<file path="config.mk">
export PLATFORM = sky130hd
export DESIGN_NAME = encrypted_fifo
export DESIGN_NICKNAME = d
export VERILOG_FILES = /design/src/hw/cipher_out_pkg.sv /design/src/hw/flex_fifo.sv /design/src/hw/block_capture.sv /design/src/hw/block_serializer.sv /design/src/hw/encrypted_fifo.sv
export SDC_FILE = /design/constraint.sdc
export NUM_CORES = 1
export LEC_CHECK = 0
export BUFFER_PORTS_ARGS = -buffer_cell sky130_fd_sc_hd__buf_2
export CAP_MARGIN = 20
export CORE_MARGIN = 4
export CORE_UTILIZATION = 53
export DETAILED_ROUTE_END_ITERATION = 6
export PLACE_DENSITY = 0.75
export SYNTH_ARGS = -nofsm -noshare
export SYNTH_HDL_FRONTEND = slang
export SYNTH_SLANG_ARGS = --single-unit
</file>
<file path="constraint.sdc">
create_clock -name clk -period 11.2 [get_ports clk]
set_clock_uncertainty 0.2 [all_clocks]
set_input_delay 0 -clock clk [delete_from_list [all_inputs] [get_ports clk]]
set_output_delay 0 -clock clk [all_outputs]
set_load 0.1 [all_outputs]
</file>
<file path="src/hw/cipher_out_pkg.sv">
package cipher_out_pkg;

	// Byte and block geometry
	localparam int BYTE_BITS = 8;
	localparam int BLOCK_BYTES = 16;
	localparam int BLOCK_BITS = BLOCK_BYTES * BYTE_BITS;
	localparam int IDX_BITS = $clog2(BLOCK_BYTES);

	// Output FIFO entries
	localparam int FIFO_DEPTH = 16;

	// One ciphertext byte
	typedef logic [BYTE_BITS-1:0] byte_t;

	// One ciphertext block, byte k at bits 8k+7 down to 8k
	typedef logic [BLOCK_BITS-1:0] block_t;

	// Position of the next byte within a block
	typedef logic [IDX_BITS-1:0] byte_idx_t;

	// FIFO word, last marks the final byte of a block
	typedef struct packed {
		logic last;
		byte_t data;
	} fifo_entry_t;

	typedef enum logic {
		SER_IDLE,
		SER_SEND
	} ser_state_t;

endpackage

</file>
<file path="src/hw/flex_fifo.sv">
`timescale 1ns/1ns

module flex_fifo #(
	parameter int WIDTH = 8,
	parameter int DEPTH = 16
) (
	input logic clk,
	input logic n_rst,
	input logic w_enable,
	input logic [WIDTH-1:0] w_data,
	input logic r_enable,
	output logic [WIDTH-1:0] r_data,
	output logic empty,
	output logic full
);

	typedef logic [$clog2(DEPTH)-1:0] ptr_t;
	typedef logic [$clog2(DEPTH+1)-1:0] count_t;

	logic [WIDTH-1:0] mem [DEPTH];
	ptr_t wr_ptr;
	ptr_t rd_ptr;
	count_t count;
	logic do_write;
	logic do_read;

	assign do_write = w_enable && !full;
	assign do_read = r_enable && !empty;

	assign empty = (count == count_t'(0));
	assign full = (count == count_t'(DEPTH));

	// Head entry falls through without a read cycle
	assign r_data = mem[rd_ptr];

	always_ff @(posedge clk) begin
		if (do_write) begin
			mem[wr_ptr] <= w_data;
		end
	end

	always_ff @(posedge clk, negedge n_rst) begin
		if (!n_rst) begin
			wr_ptr <= '0;
			rd_ptr <= '0;
			count <= '0;
		end else begin
			if (do_write) begin
				// Wrap explicitly so depths other than powers of two work
				if (int'(wr_ptr) == DEPTH - 1) begin
					wr_ptr <= '0;
				end else begin
					wr_ptr <= wr_ptr + 1'b1;
				end
			end
			if (do_read) begin
				if (int'(rd_ptr) == DEPTH - 1) begin
					rd_ptr <= '0;
				end else begin
					rd_ptr <= rd_ptr + 1'b1;
				end
			end
			case ({do_write, do_read})
				2'b10: count <= count + 1'b1;
				2'b01: count <= count - 1'b1;
				default: count <= count;
			endcase
		end
	end

	// Writer must respect back-pressure
	a_no_write_when_full: assert property (
		@(posedge clk) disable iff (!n_rst)
		!(w_enable && full)
	) else $error("flex_fifo: write attempted while full");

	// Reader must only pop valid entries
	a_no_read_when_empty: assert property (
		@(posedge clk) disable iff (!n_rst)
		!(r_enable && empty)
	) else $error("flex_fifo: read attempted while empty");

endmodule

</file>
<file path="src/hw/block_capture.sv">
`timescale 1ns/1ns

module block_capture (
	input logic clk,
	input logic n_rst,
	input cipher_out_pkg::block_t cipher_block,
	input logic block_valid,
	input logic take,
	output cipher_out_pkg::block_t slot_block,
	output logic slot_full,
	output logic overrun
);

	import cipher_out_pkg::*;

	block_t slot_q;
	logic slot_full_q;
	logic overrun_q;
	logic accept;
	logic drop;

	// A take frees the slot on the same edge, so a new block still fits
	assign accept = block_valid && (!slot_full_q || take);
	assign drop = block_valid && slot_full_q && !take;

	assign slot_block = slot_q;
	assign slot_full = slot_full_q;
	assign overrun = overrun_q;

	always_ff @(posedge clk) begin
		if (accept) begin
			slot_q <= cipher_block;
		end
	end

	always_ff @(posedge clk, negedge n_rst) begin
		if (!n_rst) begin
			slot_full_q <= 1'b0;
			overrun_q <= 1'b0;
		end else begin
			slot_full_q <= accept || (slot_full_q && !take);
			// One pulse per discarded block
			overrun_q <= drop;
		end
	end

	// Serializer only takes a block that is actually waiting
	a_take_needs_block: assert property (
		@(posedge clk) disable iff (!n_rst)
		take |-> slot_full_q
	) else $error("block_capture: take while slot empty");

endmodule

</file>
<file path="src/hw/block_serializer.sv">
`timescale 1ns/1ns

module block_serializer (
	input logic clk,
	input logic n_rst,
	input cipher_out_pkg::block_t slot_block,
	input logic slot_full,
	input logic full,
	output logic take,
	output logic w_enable,
	output cipher_out_pkg::fifo_entry_t w_data
);

	import cipher_out_pkg::*;

	ser_state_t state;
	ser_state_t next_state;
	block_t shift_q;
	byte_idx_t idx_q;
	logic last_byte;

	// Grab a waiting block whenever idle
	assign take = (state == SER_IDLE) && slot_full;

	// Full is the only back-pressure
	assign w_enable = (state == SER_SEND) && !full;

	assign last_byte = (idx_q == byte_idx_t'(BLOCK_BYTES - 1));

	// Low byte of the shift register is always the next one out
	assign w_data.last = last_byte;
	assign w_data.data = shift_q[BYTE_BITS-1:0];

	always_comb begin
		next_state = state;
		case (state)
			SER_IDLE: begin
				if (slot_full) begin
					next_state = SER_SEND;
				end
			end
			SER_SEND: begin
				if (w_enable && last_byte) begin
					next_state = SER_IDLE;
				end
			end
			default: begin
				next_state = SER_IDLE;
			end
		endcase
	end

	always_ff @(posedge clk, negedge n_rst) begin
		if (!n_rst) begin
			state <= SER_IDLE;
			idx_q <= '0;
		end else begin
			state <= next_state;
			if (take) begin
				idx_q <= '0;
			end else if (w_enable) begin
				idx_q <= idx_q + 1'b1;
			end
		end
	end

	always_ff @(posedge clk) begin
		if (take) begin
			shift_q <= slot_block;
		end else if (w_enable) begin
			shift_q <= shift_q >> BYTE_BITS;
		end
	end

	// Writes only happen mid-block
	a_write_in_send: assert property (
		@(posedge clk) disable iff (!n_rst)
		w_enable |-> (state == SER_SEND)
	) else $error("block_serializer: write outside SER_SEND");

endmodule

</file>
<file path="src/hw/encrypted_fifo.sv">
`timescale 1ns/1ns

module encrypted_fifo (
	input logic clk,
	input logic n_rst,
	input cipher_out_pkg::block_t cipher_block,
	input logic block_valid,
	input logic r_enable,
	output cipher_out_pkg::byte_t r_data,
	output logic r_last,
	output logic empty,
	output logic full,
	output logic overrun
);

	import cipher_out_pkg::*;

	block_t slot_block;
	logic slot_full;
	logic take;
	logic w_enable;
	fifo_entry_t w_data;
	fifo_entry_t head;

	// Holds the next block while the previous one drains
	block_capture capture0 (
		.clk(clk),
		.n_rst(n_rst),
		.cipher_block(cipher_block),
		.block_valid(block_valid),
		.take(take),
		.slot_block(slot_block),
		.slot_full(slot_full),
		.overrun(overrun)
	);

	block_serializer ser0 (
		.clk(clk),
		.n_rst(n_rst),
		.slot_block(slot_block),
		.slot_full(slot_full),
		.full(full),
		.take(take),
		.w_enable(w_enable),
		.w_data(w_data)
	);

	flex_fifo #(
		.WIDTH($bits(fifo_entry_t)),
		.DEPTH(FIFO_DEPTH)
	) fifo0 (
		.clk(clk),
		.n_rst(n_rst),
		.w_enable(w_enable),
		.w_data(w_data),
		.r_enable(r_enable),
		.r_data(head),
		.empty(empty),
		.full(full)
	);

	// Head entry split for the consumer
	assign r_data = head.data;
	assign r_last = head.last;

endmodule

</file>
==> flow_metrics.tcl, run 1 <==
set metrics [dict create \
    worst-path-buf-inv 1 \
    regArea_um2 12510 \
    cts_tree "yes" \
    fillers 1637 \
    worstHoldStart "block_valid" \
    period_needed_ns 3.350 \
    cp_top_family "simple AND/OR/NAND/NOR gates" \
    ys_ff_latch 420 \
    areaGrowthSynthToFinish_pct 31.76 \
    relSlewSlack 0.2151 \
    cp_data_required_time_ns 11.00 \
    wire_per_inst_um 22.41 \
    reg2regPathDepth 5 \
    die_height_um 182.0 \
    power_density_nw_per_um2 281.1 \
    rrSetupSlack_ns 7.89 \
    worstMarginPinSlew_ns 1.177 \
    cts_hold_buf 260 \
    fmax_ghz 0.2985 \
    rr_endpoint "ser0.shift_q[90]" \
    first_pass_iters 6 \
    rsz0062_at_grt "false" \
    drt-total-wl_um 42200 \
    clock_latency_ns 0.56 \
    postCtsResizedCells 0 \
    synth_nets 1188 \
    globalplace.congestion 0.7787 \
    synth_warnings 0 \
    worst-path-max-fanout 18 \
    hpwl_um 17490 \
    cts-root-buf "clkbuf_16" \
    antenna_found_initial 2 \
    synth_edf_count 400 \
    io_pins 144 \
    tns_ns 0 \
    hold_depth 3 \
    peakVddDrop_mv 0.1703 \
    fin_hold_ws_ns 0.007878 \
    r2r_start "capture0.slot_full" \
    synth-main-ff-cell "edfxtp_1" \
    cts_buffers 42 \
    final_max_slew_viol_count 0 \
    vias_per_cell 5.629 \
    nets 1602 \
    vias 10600 \
    seq_area_frac_synth 0.7794 \
    die_area_um2 33140 \
    path_clk_slew_ns 0.06 \
    finalHoldViolCount 0 \
    io_buffers 143 \
    core_area_um2 29800 \
    setup_violations 0 \
    syn_inst 1045 \
    cts_buffer_depth 3 \
    synthArstFlopShare 0.04762 \
    grt_max_degree 96 \
    power_leakage_nw 8.373 \
    grt_pass1_vias 11100 \
    cts_sinks 420 \
    synth_area_um2 16050 \
    post-route-period-util 0.2991 \
    drive_gt1_frac 0.1757 \
    crit_start "fifo0.rd_ptr[2]" \
    drv_cap 0 \
    dr.first_iter.drc_count 1132 \
    syn_area_per_cell_um2 15.36 \
    die_w_um 182.0 \
    grt_pass1_wl_um 64110 \
    arrival_ns 3.15 \
    crit_slowest_cell "and2_1" \
    multi_input_area_um2 3261 \
    crit_type "register to primary output" \
    crit_path_start_kind "register" \
    critPathCaptureType "primary output" \
    postLayoutCellArea_um2 21150 \
    rows 63 \
    hp-class "primary input to register" \
    drc 0 \
    fin_ws_ns 7.850 \
    place_ws_ns 7.790 \
    status "finished clean" \
    ant_nets 0 \
    synth_cell_types 43 \
    grt_usage 0.2498 \
    critPathMaxStageDelay_ns 1.00 \
    dpl_cell_area_um2 17110 \
    start_util 0.5388 \
    hold_end "capture0.slot_full" \
    h-tree-depth 2 \
    post_cts_buffers 0 \
    worstPathCellList "and2_1, a221oi_2, o21ai_0, nand2_1, buf_2" \
    grt-ovfl-total 0 \
]
==> registers in the layout, indices dropped and copies added, names as in the netlist <==
signal,count
fifo0.mem,144
fifo0.count,5
capture0.slot_full,1
ser0.state,1
ser0.idx_q,4
ser0.shift_q,128
fifo0.wr_ptr,4
capture0.overrun,1
fifo0.rd_ptr,4
capture0.slot_block,128
==> stage by stage <==
step,power (mW),util,cells
3_3_place_gp,4.233,0.5739,1542
5_1_grt,6.195,0.7099,1883
3_5_place_dp,4.293,0.5741,1543
4_1_cts,5.765,0.7085,1879
2_1_floorplan,3.955,-,1045
6_report,5.946,0.7099,1883
==> worst max path at each step <==
stage / endpoint / slack [ns] / cells after the start
detailed placement: ser0.shift_q[54] / 7.79 / 4
global placement: ser0.shift_q[46] / 7.87 / 4
finish: r_data[5] / 7.85 / 5
floorplan: capture0.slot_block[0] / 0.51 / 1
global route: ser0.shift_q[78] / 7.73 / 5
CTS: ser0.shift_q[103] / 7.75 / 4
==> cell usage in the layout (no fill, tap or decap), types with 12 or more instances in the layout <==
master and n:
mux2i_1 37, a221oi_2 17, dlygate4sd3_1 260, buf_4 12, edfxtp_1 400, clkbuf_16 43, nor2_1 16, clkinv_1 12
buf_2 144, dfrtp_1 19, mux4_2 18, nand2_1 386
==> per-layer routing <==
| metal | GRT usage | up-vias | share of wire |
|---|---|---|---|
| li1 | - | 4594 | - |
| met1 | 0.3195 | 5231 | 0.37 |
| met2 | 0.4396 | 676 | 0.52 |
| met3 | 0.04407 | 98 | 0.083 |
| met4 | 0.07595 | 0 | 0.028 |
| met5 | 0 | - | 0 |
==> report_power, final <==
part | leakage [nW] | internal, mW | switching, mW
clock network | 0.685 | 0.828 | 0.625
registers | 4.11 | 2.44 | 0.271
logic | 3.58 | 0.523 | 1.26
total | 8.37 | 3.79 | 2.15
==> logic make-up (layout without fill, tap and decap cells) <==
group                    after synthesis  in the layout  synth area share
XOR/XNOR                               7              7          0.003819
flip-flops                           420            420            0.7794
buffers and inverters                 57            503           0.01925
AO/OA/AOI/OAI                         60             60           0.03281
other                                  0              2                 0
adder cells (fa/ha/maj)               11             11          0.009041
AND/OR/NAND/NOR                      433            433            0.1059
multiplexers                          57             57           0.04973
==> cell type report <==
type	count	area share
multi-input cells	568	0.1542
diodes	2	0.0002366
inverters	10	0.001893
flip-flops and latches	420	0.5916
well taps	390	0.02307
clock buffers	49	0.05194
repair buffers	417	0.1627
clock inverters	27	0.01443
==> cells in the mapped netlist, types with 2 or more instances <==
cell type,instances,area share
a21boi_2,2,0.0014
clkbuf_1,20,0.0047
nor2b_1,3,0.0012
and3_1,2,0.00078
mux2_1,2,0.0014
o21ai_0,10,0.0031
buf_2,12,0.0037
a22oi_1,9,0.0042
mux4_2,18,0.025
buf_4,4,0.0019
buf_1,4,0.00094
o21ai_1,11,0.0034
a221oi_2,17,0.016
nor2_1,16,0.0037
a21o_1,3,0.0014
mux2i_1,37,0.023
xor2_1,3,0.0016
dfrtp_1,20,0.031
and2_1,9,0.0035
nor3_1,4,0.0012
a21oi_1,3,0.00094
buf_6,5,0.0035
nand2b_1,3,0.0012
nand3_1,6,0.0019
inv_1,8,0.0019
edfxtp_1,400,0.75
ha_1,10,0.0078
nand2_1,386,0.090
xnor2_1,4,0.0022
==> tightest hold or removal path: cells and delay by family <==
family	cells	cell delay, ns
buffers and inverters	2	0.64
AOI/OAI and AO/OA	1	0.09
No activity file was read; power rests on OpenSTA's default activity.
==> inputs of run 2 (changes only) <==
- CORE_UTILIZATION: 53 -> 59
- PLACE_DENSITY: 0.75 -> 0.79
- clock period: 11.2 -> 3.4 ns (I/O delays scaled with it)
==> run 2 against run 1 <==
Net effect: global-route usage increased by 3.4 points; utilization is 6.5 points higher; combinational power grew to 3.3 times the previous value; first-iteration DRC count increased by 42%; cell count down 3.6%; die area fell by 9.7%; sequential power grew to 3.3 times the previous value; clock-buffer cell count up 1; worst setup slack worse by 7.5 ns; power rose to 3.2 times the previous value; via count increased by 0.26%; cell area decreased by 1.5%; critical endpoint is now r_data[0].
==> flow_metrics.tcl, run 2 (synthesis results as in run 1) <==
set metrics [dict create \
    h-tree-depth 2 \
    final_max_slew_viol_count 0 \
    worstMarginPinSlew_ns 0.9499 \
    worstHoldStart "cipher_block[101]" \
    antenna_found_initial 1 \
    post_cts_buffers 0 \
    ant_nets 0 \
    critPathCaptureType "primary output" \
    path_clk_slew_ns 0.06 \
    rrSetupSlack_ns 0.45 \
    rsz0062_at_grt "false" \
    cts_tree "yes" \
    cp_data_required_time_ns 3.20 \
    drv_cap 0 \
    dpl_cell_area_um2 17200 \
    relSlewSlack 0.3646 \
    p_total_mw 19.27 \
    die_height_um 173.0 \
    worst-path-max-fanout 25 \
    antennaDiodeCount 0 \
    rr_endpoint "fifo0.count[4]" \
    fillers 1268 \
    hold_depth 2 \
    rows 60 \
    globalplace.congestion 0.7989 \
    power_density_nw_per_um2 924.9 \
    core_area_um2 26880 \
    areaGrowthSynthToFinish_pct 29.75 \
    io_pins 144 \
    p_comb_frac 0.308 \
    power_leakage_nw 8.265 \
    start_util 0.5973 \
    place_ws_ns 0.4829 \
    crit_type "register to primary output" \
    hpwl_um 17530 \
    grt_usage 0.2840 \
    grt_pass1_vias 11150 \
    seqPwrFrac 0.466 \
    cts_buffers 41 \
    setup_violations 0 \
    dr.first_iter.drc_count 1605 \
    clock_power_share 0.225 \
    first_pass_iters 6 \
    hp-class "primary input to register" \
    finalHoldViolCount 0 \
    cts_sinks 420 \
    final_common_cell "edfxtp_1" \
    die_w_um 173.0 \
    drc 0 \
    fin_hold_ws_ns 0.007917 \
    postLayoutCellArea_um2 20830 \
    wire_per_inst_um 23.36 \
    vias 10630 \
    die_area_um2 29910 \
    fin_ws_ns 0.3228 \
    reg2regPathDepth 11 \
    grt-ovfl-total 0 \
    cts-root-buf "clkbuf_16" \
    status "finished clean" \
    clock_latency_ns 0.54 \
    io_buffers 143 \
    grt_max_degree 129 \
    nets 1587 \
    cts_buffer_depth 3 \
    crit_path_start_kind "register" \
    post-route-period-util 0.9050 \
    mostFrequentLayoutCells "edfxtp_1, nand2_1, dlygate4sd3_1, buf_2, clkbuf_16" \
    vias_per_cell 5.852 \
    drt-total-wl_um 42420 \
    drive_gt1_frac 0.1797 \
    internal_power_mw 12.24 \
    r2r_start "fifo0.count[1]" \
    tns_ns 0 \
    arrival_ns 2.88 \
    switching_share 0.3646 \
    hold_end "capture0.slot_block[101]" \
    period_needed_ns 3.077 \
    switchingPower_mw 7.025 \
    peakVddDrop_mv 0.5350 \
    top_register "fifo0.mem" \
    fmax_ghz 0.3250 \
    grt_pass1_wl_um 65360 \
    largest_register_ffs 144 \
]
==> run 2: area by class of cell <==
cell class                      count  area, um2  share of cell area
Tap cell                          341      426.7             0.02048
Inverter                           10      41.29            0.001982
Multi-Input combinational cell    568       3273              0.1571
Timing Repair Buffer              403       3326              0.1597
Clock inverter                     24      167.7            0.008050
Clock buffer                       50       1081             0.05190
Sequential cell                   420      12510              0.6008
==> run 2: worst max-delay path, stage by stage, from the launching register on <==
cell and delay [ns]:
dfrtp_2 0.86, buf_4 0.35, mux4_2 0.53, a22oi_1 0.21, nand2_1 0.09, buf_2 0.30
==> run 2: power by group through the flow <==
stage               clock, mW  combinational [mW]  sequential [mW]
global route             4.60                6.39             9.11
finish                   4.34                5.94             8.98
floorplan                   0                4.25             8.64
detailed placement          0                5.37             8.92
CTS                      4.26                5.60             8.83
global placement            0                5.21             8.82
==> run 2: repair_timing <==
action,in CTS,in global routing
hold buffers,238,0
gates resized for setup,0,1
endpoints found under the hold margin,154,0
endpoints found under the setup margin,0,1
==> run 2: worst max path at each step <==
stage | from | to | slack (ns) | cells past startpoint
4_1_cts | fifo0.rd_ptr[2] | r_last | 0.17 | 5
3_3_place_gp | fifo0.count[1] | fifo0.count[4] | 0.61 | 11
6_report | fifo0.rd_ptr[0] | r_data[0] | 0.32 | 5
2_1_floorplan | fifo0.count[1] | ser0.shift_q[0] | -0.12 | 4
3_5_place_dp | fifo0.count[1] | fifo0.count[4] | 0.48 | 11
5_1_grt | fifo0.rd_ptr[0] | r_data[5] | 0.11 | 5
==> run 2: routing by layer <==
| layer | vias to the layer above | share of wire | global-route usage |
|---|---|---|---|
| met1 | 5153 | 0.36 | 0.3585 |
| li1 | 4561 | - | - |
| met3 | 144 | 0.089 | 0.05138 |
| met4 | 2 | 0.044 | 0.1101 |
| met2 | 767 | 0.51 | 0.4948 |
| met5 | - | 0.00026 | 0 |
==> run 2: stage by stage <==
| step | utilization | instances |
|---|---|---|
| finish | 0.7750 | 1816 |
| global route | 0.7750 | 1816 |
| CTS | 0.7750 | 1816 |
| detailed placement | 0.6399 | 1504 |
| global placement | 0.6399 | 1504 |
| floorplan | - | 1045 |
==> inputs of run 3 (changes only) <==
- REMOVE_ABC_BUFFERS: not set -> 1
==> run 3 against run 2 <==
Net effect: worst setup slack worse by 0.16 ns; critical path type unchanged; clock power up 13%; non-clock buffer count grew 24; largest cell class unchanged; cell area rose by 1.8%.
==> flow_metrics.tcl, run 3 (synthesis results as in run 1) <==
set metrics [dict create \
    dpl_cell_area_um2 17330 \
    io_pins 144 \
    top_register "fifo0.mem" \
    relSlewSlack 0.3385 \
    grt_usage 0.2945 \
    h-tree-depth 2 \
    finalNonFillerCells 1846 \
    die_height_um 173.0 \
    path_clk_slew_ns 0.06 \
    grt_pass1_wl_um 67310 \
    cts_hold_buf 242 \
    crit_path_start_kind "register" \
    vias_per_cell 5.916 \
    status "finished clean" \
    post-route-period-util 0.9510 \
    vias 10920 \
    largest_register_ffs 144 \
    dp.cells 1522 \
    r2r_start "fifo0.count[1]" \
    arrival_ns 3.03 \
    postCtsResizedCells 0 \
    rows 60 \
    die_w_um 173.0 \
    drive_gt1_frac 0.1959 \
    postLayoutCellArea_um2 21200 \
    crit_type "register to primary output" \
    core_area_um2 26880 \
    peakVddDrop_mv 0.6158 \
    first_pass_iters 5 \
    ant_nets 0 \
    final_util 0.7886 \
    power_density_nw_per_um2 944.0 \
    cts_buffers 41 \
    dr.first_iter.drc_count 1507 \
    areaGrowthSynthToFinish_pct 32.03 \
    clock_latency_ns 0.54 \
    place_ws_ns 0.4410 \
    p_total_mw 20.01 \
    fmax_ghz 0.3093 \
    hp-class "primary input to register" \
    grt_pass1_vias 11350 \
    antenna_found_initial 4 \
    fillers 1164 \
    die_area_um2 29910 \
    cts_tree "yes" \
    drt-total-wl_um 45060 \
    globalplace.congestion 0.7511 \
    hpwl_um 17670 \
    start_util 0.5973 \
    mostFrequentLayoutCells "edfxtp_1, nand2_1, dlygate4sd3_1, buf_2, clkbuf_16" \
    setup_violations 0 \
    grt_max_degree 129 \
    grt-ovfl-total 0 \
    cp_data_required_time_ns 3.20 \
    nets 1611 \
    final_common_cell "edfxtp_1" \
    power_leakage_nw 8.468 \
    final_max_slew_viol_count 0 \
    drv_cap 0 \
    cts_buffer_depth 3 \
    cts_sinks 420 \
    tns_ns 0 \
    cts-root-buf "clkbuf_16" \
    period_needed_ns 3.234 \
    io_buffers 143 \
    finalHoldViolCount 0 \
    fin_ws_ns 0.1665 \
    crit_start "fifo0.rd_ptr[2]" \
    drc 0 \
    worstMarginPinSlew_ns 0.9922 \
    wire_per_inst_um 24.41 \
    critPathCaptureType "primary output" \
    post_cts_buffers 0 \
    fin_hold_ws_ns 0.01778 \
    worst-path-max-fanout 14 \
    rsz0062_at_grt "false" \
    worstHoldStart "cipher_block[63]" \
]
-- run 3: layer usage --
layer / wire [um] / vias to the layer above / share of wire / global-route usage
li1: - / 4615 / - / -
met1: 15690 / 5282 / 0.35 / 0.3670
met2: 22550 / 853 / 0.50 / 0.4979
met3: 4874 / 169 / 0.11 / 0.08308
met4: 1933 / 2 / 0.043 / 0.1104
met5: 13 / - / 0.00029 / 0
-- run 3: final cells by class --
cell class              instances  area, um2  area share
flip-flops and latches        420      12510      0.5904
repair buffers                427       3533      0.1667
multi-input cells             568       3261      0.1538
clock buffers                  44       1080     0.05094
well taps                     341      426.7     0.02013
clock inverters                32      331.6     0.01564
inverters                      10      40.04    0.001889
diodes                          4      10.01   0.0004723
-- run 3: worst paths after layout --
| check | end | slack, ns | depth (start not counted) |
|---|---|---|---|
| max | r_data[7] | 0.17 | 6 |
| min | capture0.slot_block[63] | 0.02 | 2 |
| max reg2reg | fifo0.count[4] | 0.44 | 11 |
| min reg2reg | ser0.shift_q[63] | 0.33 | 2 |
| max in group asynchronous | fifo0.rd_ptr[0] | 1.89 | 3 |
| min in group asynchronous | capture0.slot_full | 0.47 | 3 |
-- run 3: critical path, stage by stage, from the launching register on --
cell      delay, ns
dfrtp_1        0.71
nor2b_2        0.74
buf_4          0.34
a221oi_2       0.09
o21ai_0        0.22
nand2_1        0.09
buf_2          0.30
-- run 3: where the power goes --
part / switching (mW) / internal, mW
clock: 2.06 / 2.84
sequential: 0.992 / 8.03
combinational: 4.20 / 1.89
total: 7.25 / 12.8
